$ cat config.mk
export PLATFORM = sky130hd
export DESIGN_NAME = uart
export DESIGN_NICKNAME = d
export VERILOG_FILES = /design/src/hw/uart_pkg.sv /design/src/hw/uart_regs.sv /design/src/hw/uart_tx.sv /design/src/hw/uart_rx.sv /design/src/hw/uart.sv
export SDC_FILE = /design/constraint.sdc
export NUM_CORES = 1
export LEC_CHECK = 0
export CAP_MARGIN = 5
export CORE_MARGIN = 3
export CORE_UTILIZATION = 58
export DETAILED_ROUTE_END_ITERATION = 6
export DONT_BUFFER_PORTS = 1
export GPL_ROUTABILITY_DRIVEN = 1
export PLACE_DENSITY = 0.76
export SLEW_MARGIN = 20
export SYNTH_ARGS = -nofsm -noshare
export SYNTH_HDL_FRONTEND = slang
export SYNTH_SLANG_ARGS = --single-unit
$ cat constraint.sdc
create_clock -name clk -period 3.2 [get_ports clk]
set_input_delay 0.64 -clock clk [delete_from_list [all_inputs] [get_ports clk]]
set_output_delay 0.64 -clock clk [all_outputs]
set_load 0.02 [all_outputs]
$ cat src/hw/uart_pkg.sv
package uart_pkg;

  // bus request from the master.
  typedef struct packed {
    logic        read;        // read strobe.
    logic        write;       // write strobe.
    logic [3:0]  address;     // byte address, 3:2 picks the register.
    logic [31:0] write_data;
  } avl_req_t;

  // bus response back to the master.
  typedef struct packed {
    logic        request_ready;    // tied high, no wait states.
    logic        read_data_valid;  // one cycle after the read.
    logic [31:0] read_data;
  } avl_rsp_t;

  // register select, word aligned.
  typedef enum logic [1:0] {
    reg_div    = 2'd0,  // baud divisor.
    reg_status = 2'd1,  // flags.
    reg_data   = 2'd2,  // tx on write, rx on read.
    reg_count  = 2'd3   // good frames seen.
  } reg_addr_e;

  // receiver states.
  typedef enum logic [1:0] {
    rx_idle,   // line high, waiting for an edge.
    rx_start,  // half bit into the start bit.
    rx_bits,   // eight data samples.
    rx_stop    // stop bit sample.
  } rx_state_e;

  // one received frame as handed to the registers.
  typedef struct packed {
    logic [7:0] data;
    logic       frame_err;  // stop bit read low.
  } rx_frame_t;

  // status word bit positions.
  localparam int st_tx_idle   = 0;  // transmitter free.
  localparam int st_rx_valid  = 1;  // unread byte waiting.
  localparam int st_frame_err = 2;  // sticky, cleared on status read.
  localparam int st_overrun   = 3;  // sticky, cleared on status read.

  // the 8n1 frame.
  // start bit low, data lsb first, stop bit high.
  // every bit lasts div+1 clocks.

endpackage

$ cat src/hw/uart_regs.sv
`timescale 1ns/1ps

module uart_regs #(
  parameter int div_width = 16
) (
  input  logic                   clk,
  input  logic                   rest,
  input  uart_pkg::avl_req_t     avl_req,
  output uart_pkg::avl_rsp_t     avl_rsp,
  output logic [div_width-1:0]   div,
  output logic [7:0]             tx_byte,
  output logic                   tx_start,
  input  logic                   tx_idle,
  input  logic                   frame_valid,
  input  uart_pkg::rx_frame_t    frame
);
  import uart_pkg::*;

  reg_addr_e   sel;          // decoded register.
  logic        wr_data;      // write to the data register.
  logic        rd_data_reg;  // read of the data register.
  logic        rd_status;    // read of the status word.
  logic [31:0] status;

  logic        rx_valid;
  logic        frame_err;
  logic        overrun;
  logic [7:0]  rx_data;      // last good byte.
  logic [7:0]  rx_count;     // wraps at 256.

  logic        rsp_valid;
  logic [31:0] rsp_data;

  assign sel         = reg_addr_e'(avl_req.address[3:2]);
  assign wr_data     = avl_req.write && (sel == reg_data);
  assign rd_data_reg = avl_req.read && (sel == reg_data);
  assign rd_status   = avl_req.read && (sel == reg_status);

  always_comb begin
    status               = '0;
    status[st_tx_idle]   = tx_idle;
    status[st_rx_valid]  = rx_valid;
    status[st_frame_err] = frame_err;
    status[st_overrun]   = overrun;
  end

  // divisor register.
  always_ff @(posedge clk or negedge rest) begin
    if (!rest) begin
      div <= '0;
    end else if (avl_req.write && (sel == reg_div)) begin
      div <= avl_req.write_data[div_width-1:0];
    end
  end

  // start pulse comes one cycle after the write.
  // the guard on tx_start stops a back to back write from restarting.
  always_ff @(posedge clk or negedge rest) begin
    if (!rest) begin
      tx_start <= 1'b0;
    end else begin
      tx_start <= wr_data && tx_idle && !tx_start;
    end
  end

  always_ff @(posedge clk) begin
    if (wr_data && tx_idle && !tx_start) tx_byte <= avl_req.write_data[7:0]; // busy writes dropped.
  end

  // receive flags and counter.
  always_ff @(posedge clk or negedge rest) begin
    if (!rest) begin
      rx_valid  <= 1'b0;
      frame_err <= 1'b0;
      overrun   <= 1'b0;
      rx_count  <= '0;
    end else begin
      if (rd_data_reg) rx_valid <= 1'b0;  // byte consumed.
      if (rd_status) begin
        frame_err <= 1'b0;  // read then clear.
        overrun   <= 1'b0;
      end
      // a new frame wins over a clear in the same cycle.
      if (frame_valid) begin
        if (frame.frame_err) begin
          frame_err <= 1'b1;
        end else begin
          rx_valid <= 1'b1;
          rx_count <= rx_count + 8'd1;
          if (rx_valid && !rd_data_reg) overrun <= 1'b1; // old byte lost.
        end
      end
    end
  end

  always_ff @(posedge clk) begin
    if (frame_valid && !frame.frame_err) rx_data <= frame.data; // bad frames discarded.
  end

  // registered read path.
  always_ff @(posedge clk or negedge rest) begin
    if (!rest) begin
      rsp_valid <= 1'b0;
    end else begin
      rsp_valid <= avl_req.read;
    end
  end

  always_ff @(posedge clk) begin
    if (avl_req.read) begin
      case (sel)
        reg_div:    rsp_data <= 32'(div);
        reg_status: rsp_data <= status;
        reg_data:   rsp_data <= {24'd0, rx_data};
        reg_count:  rsp_data <= {24'd0, rx_count};
        default:    rsp_data <= '0;
      endcase
    end
  end

  assign avl_rsp.request_ready   = 1'b1;
  assign avl_rsp.read_data_valid = rsp_valid;
  assign avl_rsp.read_data       = rsp_data;

  // master must not issue both strobes at once.
  a_rd_wr_excl: assert property (@(posedge clk) disable iff (!rest)
    !(avl_req.read && avl_req.write));

  // start only reaches the transmitter while it is free.
  a_start_idle: assert property (@(posedge clk) disable iff (!rest)
    tx_start |-> tx_idle);

endmodule

$ cat src/hw/uart_tx.sv
`timescale 1ns/1ps

module uart_tx #(
  parameter int div_width = 16
) (
  input  logic                 clk,
  input  logic                 rest,
  input  logic [div_width-1:0] div,
  input  logic                 tx_start,
  input  logic [7:0]           tx_byte,
  output logic                 tx,
  output logic                 tx_idle
);

  logic [div_width-1:0] baud_cnt;  // clocks into the current bit.
  logic [3:0]           bit_idx;   // 0..9 sending, 10 idle.
  logic [9:0]           frame;     // stop, data, start.
  logic                 bit_end;

  assign bit_end = (baud_cnt == div);
  assign tx_idle = (bit_idx == 4'd10);

  // baud counter.
  always_ff @(posedge clk or negedge rest) begin
    if (!rest) begin
      baud_cnt <= '0;
    end else if (tx_start || bit_end) begin
      baud_cnt <= '0;  // reload.
    end else if (!tx_idle) begin
      baud_cnt <= baud_cnt + div_width'(1);
    end
  end

  // bit index parks at 10 when done.
  always_ff @(posedge clk or negedge rest) begin
    if (!rest) begin
      bit_idx <= 4'd10;
    end else if (tx_start) begin
      bit_idx <= 4'd0;
    end else if (bit_end && !tx_idle) begin
      bit_idx <= bit_idx + 4'd1;
    end
  end

  // frame captured on the start pulse.
  always_ff @(posedge clk or negedge rest) begin
    if (!rest) begin
      frame <= '1;  // all at the stop level.
    end else if (tx_start) begin
      frame <= {1'b1, tx_byte, 1'b0};
    end
  end

  // idle shows the stop bit to keep the line high.
  assign tx = frame[tx_idle ? 4'd9 : bit_idx];

  // no stray low bit outside a frame.
  a_idle_high: assert property (@(posedge clk) disable iff (!rest)
    tx_idle |-> tx);

endmodule

$ cat src/hw/uart_rx.sv
`timescale 1ns/1ps

module uart_rx #(
  parameter int div_width = 16
) (
  input  logic                 clk,
  input  logic                 rest,
  input  logic [div_width-1:0] div,
  input  logic                 rx,
  output logic                 frame_valid,
  output uart_pkg::rx_frame_t  frame
);
  import uart_pkg::*;

  rx_state_e            state;
  logic                 rx_meta;   // first sync stage.
  logic                 rx_sync;   // second sync stage.
  logic                 rx_prev;   // for edge detect.
  logic                 fall;
  logic [div_width-1:0] baud_cnt;
  logic [div_width:0]   half_bit;  // (div+1)/2.
  logic                 mid_hit;
  logic                 bit_end;
  logic [2:0]           bit_cnt;   // data bit number.
  logic [7:0]           shift;

  // two flop synchronizer, resets to the idle level.
  always_ff @(posedge clk or negedge rest) begin
    if (!rest) begin
      rx_meta <= 1'b1;
      rx_sync <= 1'b1;
      rx_prev <= 1'b1;
    end else begin
      rx_meta <= rx;
      rx_sync <= rx_meta;
      rx_prev <= rx_sync;
    end
  end

  assign fall     = rx_prev && !rx_sync;  // start bit edge.
  assign half_bit = ({1'b0, div} + (div_width + 1)'(1)) >> 1;
  assign mid_hit  = ({1'b0, baud_cnt} + (div_width + 1)'(1)) >= half_bit;
  assign bit_end  = (baud_cnt == div);  // one full bit later.

  always_ff @(posedge clk or negedge rest) begin
    if (!rest) begin
      state       <= rx_idle;
      baud_cnt    <= '0;
      bit_cnt     <= '0;
      frame_valid <= 1'b0;
    end else begin
      frame_valid <= 1'b0;  // single cycle pulse.
      case (state)
        rx_idle: begin
          baud_cnt <= '0;
          if (fall) state <= rx_start;
        end
        rx_start: begin
          if (mid_hit) begin
            baud_cnt <= '0;
            bit_cnt  <= '0;
            // glitch, not a start bit.
            state    <= rx_sync ? rx_idle : rx_bits;
          end else begin
            baud_cnt <= baud_cnt + div_width'(1);
          end
        end
        rx_bits: begin
          if (bit_end) begin
            baud_cnt <= '0;
            bit_cnt  <= bit_cnt + 3'd1;
            if (bit_cnt == 3'd7) state <= rx_stop; // last data bit.
          end else begin
            baud_cnt <= baud_cnt + div_width'(1);
          end
        end
        rx_stop: begin
          if (bit_end) begin
            frame_valid <= 1'b1;
            state       <= rx_idle;
          end else begin
            baud_cnt <= baud_cnt + div_width'(1);
          end
        end
        default: state <= rx_idle;
      endcase
    end
  end

  // data path, lsb arrives first.
  always_ff @(posedge clk) begin
    if (state == rx_bits && bit_end) shift <= {rx_sync, shift[7:1]};
  end

  always_ff @(posedge clk) begin
    if (state == rx_stop && bit_end) begin
      frame.data      <= shift;
      frame.frame_err <= !rx_sync;  // stop must be high.
    end
  end

  // a frame takes many bit times, so never two pulses in a row.
  a_one_pulse: assert property (@(posedge clk) disable iff (!rest)
    frame_valid |=> !frame_valid);

endmodule

$ cat src/hw/uart.sv
`timescale 1ns/1ps

module uart #(
  parameter int div_width = 16
) (
  input  logic               clk,
  input  logic               rest,
  input  uart_pkg::avl_req_t avl_req,
  output uart_pkg::avl_rsp_t avl_rsp,
  input  logic               rx,
  output logic               tx
);
  import uart_pkg::*;

  logic [div_width-1:0] div;       // shared by both serial stages.
  logic [7:0]           tx_byte;
  logic                 tx_start;
  logic                 tx_idle;
  logic                 frame_valid;
  rx_frame_t            frame;

  // receive stage.
  uart_rx #(.div_width(div_width)) rx_i (
    .clk        (clk),
    .rest       (rest),
    .div        (div),
    .rx         (rx),
    .frame_valid(frame_valid),
    .frame      (frame)
  );

  // register stage, bus slave.
  uart_regs #(.div_width(div_width)) regs_i (
    .clk        (clk),
    .rest       (rest),
    .avl_req    (avl_req),
    .avl_rsp    (avl_rsp),
    .div        (div),
    .tx_byte    (tx_byte),
    .tx_start   (tx_start),
    .tx_idle    (tx_idle),
    .frame_valid(frame_valid),
    .frame      (frame)
  );

  // transmit stage.
  uart_tx #(.div_width(div_width)) tx_i (
    .clk     (clk),
    .rest    (rest),
    .div     (div),
    .tx_start(tx_start),
    .tx_byte (tx_byte),
    .tx      (tx),
    .tx_idle (tx_idle)
  );

endmodule

**Yosys cells after proc, flatten, opt, wreduce, memory -nomap -nowiden**

Index checks and enable logic that the tools add are counted.

- Logic and storage cells: 109
- Output and inout bits: 35
- Bits of input ports: 41
- Bits in registers: 148

- Muxes and demuxes: 34
- Bitwise gates (word level): 1
- Eq/ne operators: 17
- Reductions and logical operators: 25
- Order comparisons: 2
- Add/subtract/negate cells: 7

Operator list:

| cell | number |
|---|---|
| $pmux W32 S4 | 1 |
| $mux W16 | 5 |
| $pmux W16 S4 | 1 |
| $add A16 B1 Y17 const B | 2 |
| $add A16 B1 Y16 const B | 2 |
| $eq A16 B16 Y1 | 2 |
| $ge A17 B16 Y1 | 1 |
| $mux W1 | 13 |
| $logic_and A1 B1 Y1 | 12 |
| $mux W2 | 6 |
| $mux W4 | 3 |
| $ne A2 B1 Y1 const B | 6 |
| $add A8 B1 Y8 const B | 1 |
| $eq A2 B2 Y1 const B | 4 |
| $pmux W2 S4 | 1 |
| $mux W3 | 2 |
| $pmux W3 S2 | 1 |
| $logic_not A1 Y1 | 5 |
| $lt A4 B5 Y1 const B | 1 |
| $reduce_and A5 Y1 | 1 |
| $add A4 B1 Y4 const B | 1 |
| $bmux W1 S4 | 1 |
| $eq A2 B1 Y1 const B | 2 |
| $eq A4 B4 Y1 const B | 1 |
| 9 further kinds | 11 |

**Depth between registers and ports, before layout**

Gate-level depths: netlist (run 1).

- Depth after elaboration: 7
- Mapped depth: 15

**Cells and area by module**

From an unflattened synthesis (run 1), not the netlist that was laid out.

- Cells, all modules: 592
- Area, all modules: 6,931.6 um2

Modules (own cells, without submodules):

| module | instances | area each (um2) | seq. area each (um2) | cells an instance |
|---|---|---|---|---|
| uart_rx | 1 | 2,783.9 | 1,139.8 | 284 |
| uart_regs | 1 | 2,524.9 | 1,686.6 | 152 |
| uart_tx | 1 | 1,622.8 | 739.5 | 156 |

**Worst setup path after synthesis (run 1)**

No wires, ideal clock.

- Path kind: register -> register
- From: register regs_i.div[2]
- To: register rx_i.baud_cnt[12]
- Buffers on the path: 2
- Cell stages (with the launch flop): 16
- Setup slack: -234 ps
- Arrival time: 3,368 ps
- Cells stage by stage: dfrtp_1 clkbuf_1 and2_1 and4_1 nand2_1 nor3_1 nand3_1 xor2_1 ha_1 a211oi_1 o21ai_0 o211a_1 a2111o_1 a211oi_4 buf_6 a22o_1

- Word-level cells in the longest chain between the ends: 4
- Elaborated cells between the ends (all ways): 7

RTL lines:

| what | line | source |
|---|---|---|
| start: declaration | uart_regs.sv:10 | `output logic [div_width-1:0] div,` |
| start signal: assignment | uart_regs.sv:52 | `div <= avl_req.write_data[div_width-1:0];` |
| $add A16 B1 Y17 | uart_rx.sv:41 | `assign half_bit = ({1'b0, div} + (div_width + 1)'(1)) >> 1;` |
| $ge A17 B16 Y1 | uart_rx.sv:42 | `assign mid_hit = ({1'b0, baud_cnt} + (div_width + 1)'(1)) >= half_bit;` |
| $mux W16 | uart_rx.sv:59 | `if (mid_hit) begin` |
| $pmux W16 S4 | uart_rx.sv:53 | `case (state)` |
| end signal: assignment | uart_rx.sv:65 | `baud_cnt <= baud_cnt + div_width'(1);` |
| end signal: assignment | uart_rx.sv:74 | `baud_cnt <= baud_cnt + div_width'(1);` |
| end signal: assignment | uart_rx.sv:82 | `baud_cnt <= baud_cnt + div_width'(1);` |
| end: declaration | uart_rx.sv:20 | `logic [div_width-1:0] baud_cnt;` |

Parallel ways exist; a longest one is shown, timed or not.
A chain may end at the register's enable or synchronous reset.

**Final worst setup path (run 1)**

- From: register rx_i.baud_cnt[3]
- To: register rx_i.bit_cnt[0]

- Word-level cells in the longest chain between the ends: 4
- Elaborated cells between the ends (all ways): 6

RTL lines:

| what | line | source |
|---|---|---|
| $add A16 B1 Y17 | uart_rx.sv:42 |  |
| $ge A17 B16 Y1 | uart_rx.sv:42 |  |
| $ne A2 B1 Y1 (no line) | - |  |
| $reduce_and A3 Y1 (no line) * | - |  |
| end signal: assignment | uart_rx.sv:71 | `bit_cnt <= bit_cnt + 3'd1;` |
| end: declaration | uart_rx.sv:24 | `logic [2:0] bit_cnt;` |

Mark *: on every way between the ends. The rest lies on a longest branch, timed or not.

==> out/qor.csv, run 1 <==
stage,metric,value,unit
outcome,status,"finished, violations left",
outcome,violated checks,setup timing,
setup_path,CP Capture Type,flip-flop,
clocking,CTS tree,built,
cells_and_area,synth-to-layout area growth,16.9,%
sta,RSZ-0062 raised after global routing,yes,
global_routing,GRT Total Usage,24.8,%
sta,slew margin rel.,44.7,%
routing,Routed WL per cell,19.7,um
power_and_ir_drop,part of the power in combinational logic,22.8,%
run,Max Cap Viol,0,
cells_and_area,antenna cell count,0,
floorplan,die height,113,um
sta,Tcrit/Tclk final,101,%
placement,DP Area,0.00706,mm2
power_and_ir_drop,Cell Int Power,3.70,mW
floorplan,Chip Width,113,um
sta,achievable clock frequency,309,MHz
setup_path,CP arrival,3.53,ns
cells_and_area,Final Cell Area,0.00782,mm2
setup_path,critical path startpoint category,flip-flop,
synthesis,Synth Instances,553,
cells_and_area,nets@finish,663,
power_and_ir_drop,Total Power,5.23,mW
global_routing,met1 usage in global routing,31.9,%
clocking,clk buf depth,2,
cells_and_area,Util after Layout,70.9,%
sta,PnR worst setup slack,-0.0322,ns
routing,Vias,4333,
sta,Worst-Margin Slew,0.829,ns
sta,fin crit period,3.23,ns
sta,Clock Skews,0.00539,ns
placement,final RePlAce weighted congestion,0.866,
power_and_ir_drop,VDD IR max,0.549,mV
global_routing,vias in the first global route,4674,
power_and_ir_drop,Clk network pwr share,37.7,%
routing,total wire length,14700,um
clocking,H-tree depth,4,
global_routing,pin count of the biggest net entering global routing,70,
global_routing,total grt overflow,0,
setup_path,critical path class,flip-flop to flip-flop,
floorplan,Starting Density,60.6,%
power_and_ir_drop,switching power,1.53,mW
global_routing,Most Crowded Layer GR,met2,
setup_path,CP Max Fanout,4,
sta,Fin. Hold Viols,0,
global_routing,first-pass GRT wire length,24500,um
routing,antenna-violating nets left,0,
placement,DP HPWL,10000,um
synthesis,syn_area_per_cell,12.1,um2
floorplan,die area,0.0129,mm2
clocking,Num CTS Buffers,17,
power_and_ir_drop,power per cell area,669,mW/mm2
power_and_ir_drop,Reg power frac,39.6,%
synthesis,Synth Cell Area,0.00669,mm2
clocking,Clock Pin Slew Worst Setup and Hold Paths,0.06,ns
power_and_ir_drop,Sw Ratio,29.2,%
synthesis,fraction of registers with async set/reset,62.9,%
global_routing,GR Util met2,40.5,%
sta,Slew Limit Fails,0,
floorplan,row cnt,38,
clocking,"Clk Latency, worst-skew pair",0.42,ns
setup_path,CP required,3.50,ns
min_path,Hold WC Path Type,input port to asynchronous set/reset pin,
sta,Final setup viols,5,
synthesis,Seq cells post-synth,132,
synthesis,"Seq/Total Area, Yosys",53.3,%
global_routing,initial antenna violation count,0,
synthesis,yosys warns,0,
routing,drt first pass iters,4,
power_and_ir_drop,total leakage power,3.34,nW
routing,remaining routing DRC violations,0,
clocking,CTS sink count,132,
placement,port bufs,0,
clocking,root buffer cell,clkbuf_16,
floorplan,IO Pins,76,
cells_and_area,share of cells above drive strength 1,26.9,%
synthesis,Yosys cell types,52,
synthesis,ys flop type,dfrtp_1,
synthesis,Post-synth EDFFs,49,
global_routing,grt met3 use,7.59,%
routing,drt via density,5.80,
routing,DR iter-0 viols,410,
floorplan,core area,0.0110,mm2
synth_stat cells (4+ instances only):
cell type  number  area (um2)
and3_1         10        62.6
nand4_1        23         144
a22o_1         20         175
nand3_1        20         100
edfxtp_1       49        1470
xor2_1         26         228
dfstp_2        14         368
mux2i_1         4        40.0
inv_1          13        48.8
clkbuf_1       25        93.8
buf_2           5        25.0
buf_4          18         135
mux4_2          5         113
xnor2_1        59         517
dfrtp_1        69        1730
nand2_1        29         109
nor2_1         38         143
mux2_2         30         338
ha_1           28         350
and2_1         14        87.6
o21ai_0         5        25.0
final timing paths:
kind                              endpoint              from  depth (start not counted)  slack, ns
max in group asynchronous  tx_i.bit_idx[0]              rest                          1       2.77
max                        rx_i.bit_cnt[0]  rx_i.baud_cnt[3]                         13      -0.03
max reg2reg                rx_i.bit_cnt[0]  rx_i.baud_cnt[3]                         13      -0.03
min                          tx_i.frame[2]              rest                          0       0.06
min in group clk              rx_i.rx_meta                rx                          0       0.22
min reg2reg                   rx_i.rx_sync      rx_i.rx_meta                          0       0.36
power groups by stage:
stage               sequential, mW  clock, mW  combinational, mW
finish                        2.07       1.97               1.19
global route                  2.09       2.08               1.31
CTS                           2.06       2.00               1.16
detailed placement            2.09          0               1.09
global placement              2.08          0               1.06
floorplan                     2.04          0              0.842
cell families after synthesis:
| group | share of synthesized area (%) |
|---|---|
| AO/OA/AOI/OAI | 6.18 |
| XOR/XNOR | 11.1 |
| adder cells (fa/ha/maj) | 5.24 |
| buffers and inverters | 4.81 |
| flip-flops | 53.3 |
| multiplexers | 7.34 |
| other | 0.112 |
| AND/OR/NAND/NOR | 11.9 |
final cells by class:
cell class | instances | area [um2]
flip-flops and latches | 132 | 3570
clock buffers | 17 | 425
fillers | 768 | 3210
inverters | 13 | 48.8
well taps | 140 | 175
clock inverters | 15 | 185
repair buffers | 58 | 463
multi-input cells | 372 | 2950
registers in the layout (all words and copies together) (netlist names), 3 cells and up, named ones only:
signal / cells
regs_i.tx_byte: 8
regs_i.div: 16
rx_i.baud_cnt: 16
tx_i.baud_cnt: 16
regs_i.rx_count: 8
rx_i.shift: 8
rx_i.bit_cnt: 3
tx_i.bit_idx: 4
regs_i.rsp_data: 16
rx_i.frame: 9
regs_i.rx_data: 8
tx_i.frame: 9
metal layers:
layer	vias up	routed length [um]
li1	2007	-
met1	2184	6280
met2	119	7280
met3	23	899
met4	0	285
met5	-	0
worst max-delay path, stage by stage (launching register included):
cell,delay (ns)
dfrtp_1,0.35
and3_4,0.19
and3_4,0.19
and2_4,0.17
nand4_1,0.14
xnor2_2,0.19
ha_1,0.33
a21boi_2,0.17
o21bai_1,0.08
a211o_1,0.28
a2111o_1,0.46
buf_4,0.18
nand3_2,0.06
mux2_2,0.33
repair_timing:
| item | CTS | global route |
|---|---|---|
| hold endpoints to repair | 69 | 0 |
| gates resized for setup | 12 | 6 |
| hold buffers | 1 | 0 |
| setup buffers | 2 | 3 |
| pin swaps | 9 | 5 |
| endpoints found under the setup margin | 19 | 20 |
layout by cell type, fill, tap and decap left out, types with 17 or more instances in the layout:
cell type  synthesis  routed
a22o_1            20      20
buf_4             18      55
clkbuf_16          0      17
conb_1             2      17
dfrtp_1           69      68
edfxtp_1          49      49
ha_1              28      27
mux2_2            30      30
nand2_1           29      29
nand3_1           20      17
nand4_1           23      23
nor2_1            38      37
xnor2_1           59      56
xor2_1            26      26
stage by stage:
stage	setup TNS (ns)	worst slack, ns	hold slack (ns)	cells
finish	-0.0670	-0.0322	0.0630	747
global route	-2.96	-0.178	0.0389	747
floorplan	0	0.0113	0.344	568
CTS	0	0.00757	0.0407	744
global placement	-1.05	-0.0733	0.346	709
detailed placement	-2.39	-0.160	0.347	709
Power figures use the tool's default switching activity.
==> run 2, diff against run 1 <==
Settings changed: PLACE_DENSITY 0.76 to 0.83.
==> run 2 against run 1 <==
Against the previous run: the flow still finishes with violations (setup timing); critical path type unchanged; via count increased by 0.81%; worst setup slack improved by 0.015 ns; sequential cell count unchanged; utilization decreased by 0.10 points; first-iteration DRC count decreased by 18%; largest cell class unchanged; worst hold slack got worse by 0.019 ns; non-clock buffer count decreased by 4; critical endpoint is now rx_i.baud_cnt[0]; count of clock-buffer cells in the layout increased by 5.
==> out/qor.csv, run 2 (synthesis gave the netlist of run 1 again) <==
stage,metric,value,unit
outcome,status,"finished, violations left",
outcome,violated checks,setup timing,
sta,RSZ-0062 raised after global routing,yes,
power_and_ir_drop,Total Power,5.30,mW
clocking,Num CTS Buffers,17,
power_and_ir_drop,VDD IR max,0.551,mV
power_and_ir_drop,Clk network pwr share,37.7,%
sta,Tcrit/Tclk final,101,%
sta,Fin. Hold Viols,0,
setup_path,"slowest stage delay, CP",0.47,ns
global_routing,pin count of the biggest net entering global routing,70,
placement,DP HPWL,9630,um
sta,PnR worst setup slack,-0.0167,ns
cells_and_area,footprint of the multi-input gates,0.00297,mm2
global_routing,vias in the first global route,4605,
cells_and_area,most frequent cells in the layout,"dfrtp_1 (69), xnor2_1 (56), buf_4 (49), edfxtp_1 (49), nor2_1 (36)",
routing,total wire length,14500,um
routing,antenna-violating nets left,0,
placement,port bufs,0,
cells_and_area,filler instances,706,
cells_and_area,"commonest non-fill, non-tap cell in the layout",dfrtp_1,
cells_and_area,Util after Layout,70.8,%
run,Max Cap Viol,0,
floorplan,core area,0.0110,mm2
clocking,CTS sink count,132,
global_routing,total grt overflow,0,
power_and_ir_drop,Sw Ratio,28.5,%
cells_and_area,synth-to-layout area growth,16.7,%
setup_path,FF-to-FF setup slack,-0.02,ns
clocking,CTS tree,built,
global_routing,first-pass GRT wire length,23600,um
sta,Clock Skews,0.0225,ns
setup_path,CP required,3.57,ns
placement,Place WS,-0.0914,ns
cells_and_area,antenna cell count,0,
sta,Worst-Margin Slew,0.779,ns
clocking,"Clk Latency, worst-skew pair",0.44,ns
cells_and_area,share of cells above drive strength 1,25.9,%
cells_and_area,nets@finish,659,
power_and_ir_drop,Reg power frac,39.3,%
floorplan,Starting Density,60.6,%
global_routing,initial antenna violation count,0,
setup_path,CP arrival,3.59,ns
placement,DP Area,0.00702,mm2
floorplan,Chip Width,113,um
power_and_ir_drop,part of the power in combinational logic,23.1,%
floorplan,row cnt,38,
routing,DR iter-0 viols,337,
setup_path,critical path startpoint category,flip-flop,
setup_path,critical path class,flip-flop to flip-flop,
power_and_ir_drop,total leakage power,3.34,nW
global_routing,GRT Total Usage,24.0,%
clocking,root buffer cell,clkbuf_16,
cells_and_area,Final Cell Area,0.00780,mm2
routing,Vias,4368,
sta,achievable clock frequency,311,MHz
routing,Routed WL per cell,19.5,um
setup_path,CP Capture Type,flip-flop,
sta,Final setup viols,4,
setup_path,CP Max Fanout,4,
clocking,Clock Pin Slew Worst Setup and Hold Paths,0.06,ns
clocking,clk buf depth,2,
routing,remaining routing DRC violations,0,
cells_and_area,register area,0.00357,mm2
power_and_ir_drop,power per cell area,679,mW/mm2
min_path,Hold WC Path Type,input port to asynchronous set/reset pin,
sta,fin crit period,3.22,ns
placement,final RePlAce weighted congestion,0.874,
floorplan,die height,113,um
power_and_ir_drop,Cell Int Power,3.79,mW
setup_path,slowest CP cell,a2111o_1,
sta,Slew Limit Fails,0,
clocking,H-tree depth,4,
sta,slew margin rel.,48.1,%
setup_path,cells along the critical path,"and3_4, and3_4, and2_4, nand4_1, xnor2_2, ha_4, a21boi_2, o21bai_1, a211o_1, a2111o_1, buf_6, a2111oi_2, a21o_1",
routing,drt first pass iters,4,
floorplan,die area,0.0129,mm2
setup_path,cell seen most often among critical-path stages,and3_4,
routing,drt via density,5.88,
power_and_ir_drop,switching power,1.51,mW
floorplan,IO Pins,76,
[run 2: cell count changes in the layout (fill, tap and decap cells not counted), moves of 2 or more]
cell | before | now
clkinvlp_4 | 5 | 1
buf_6 | 2 | 4
buf_4 | 55 | 49
clkinv_4 | 6 | 2
nand2_1 | 29 | 27
clkbuf_1 | 0 | 5
[run 2: timing repair]
action                     CTS  global route
pin swaps                   12             5
hold buffers                 1             0
gates cloned                 1             0
hold endpoints to repair    69             0
buffers inserted             8             1
setup endpoints to repair   20            21
resized for setup           18             5
[run 2: cell type report]
class,count,share of cell area (%)
inverter,13,0.625
multi-input combinational,372,38.1
clock buffer,22,5.69
tap,140,2.24
sequential,132,45.7
clock inverter,10,2.04
timing repair buffer,54,5.64
[run 2: path summary, 6_finish.rpt]
kind,startpoint,to,cells after the start
max,rx_i.baud_cnt[2],rx_i.baud_cnt[0],13
min,rest,tx_i.frame[5],0
max reg2reg,rx_i.baud_cnt[2],rx_i.baud_cnt[0],13
min reg2reg,rx_i.rx_meta,rx_i.rx_sync,0
max in group asynchronous,rest,regs_i.div[9],1
min in group clk,rx,rx_i.rx_meta,0
[run 2: critical path: cells and delay by family (launching register included)]
kind	cells	cell delay [ns]
buf+inv	1	0.17
simple gates	4	0.69
fa+ha+maj	1	0.27
xor+xnor	1	0.27
flops	1	0.35
compound gates	6	1.43
[run 2: routing by layer]
layer | share of wire, % | up-vias | GRT usage (%)
met5 | 0 | - | 0
met3 | 4.8 | 35 | 6.37
met1 | 41 | 2222 | 28.3
li1 | - | 1998 | -
met2 | 52 | 113 | 40.9
met4 | 2.2 | 0 | 11.6
[run 2: power groups by stage]
stage          logic [mW]  registers (mW)  clock network, mW
3_5_place_dp         1.12            2.10                  0
5_1_grt              1.33            2.10               2.10
6_report             1.22            2.08               2.00
4_1_cts              1.29            2.08               2.01
3_3_place_gp         1.06            2.09                  0
2_1_floorplan       0.842            2.04                  0
[run 2: metrics by stage]
stage	TNS, ns	cells	hold slack [ns]
global placement	-0.636	702	0.347
CTS	0	744	0.0465
floorplan	0	568	0.344
detailed placement	-1.17	702	0.347
global route	-2.50	743	0.0367
finish	-0.0261	743	0.0439
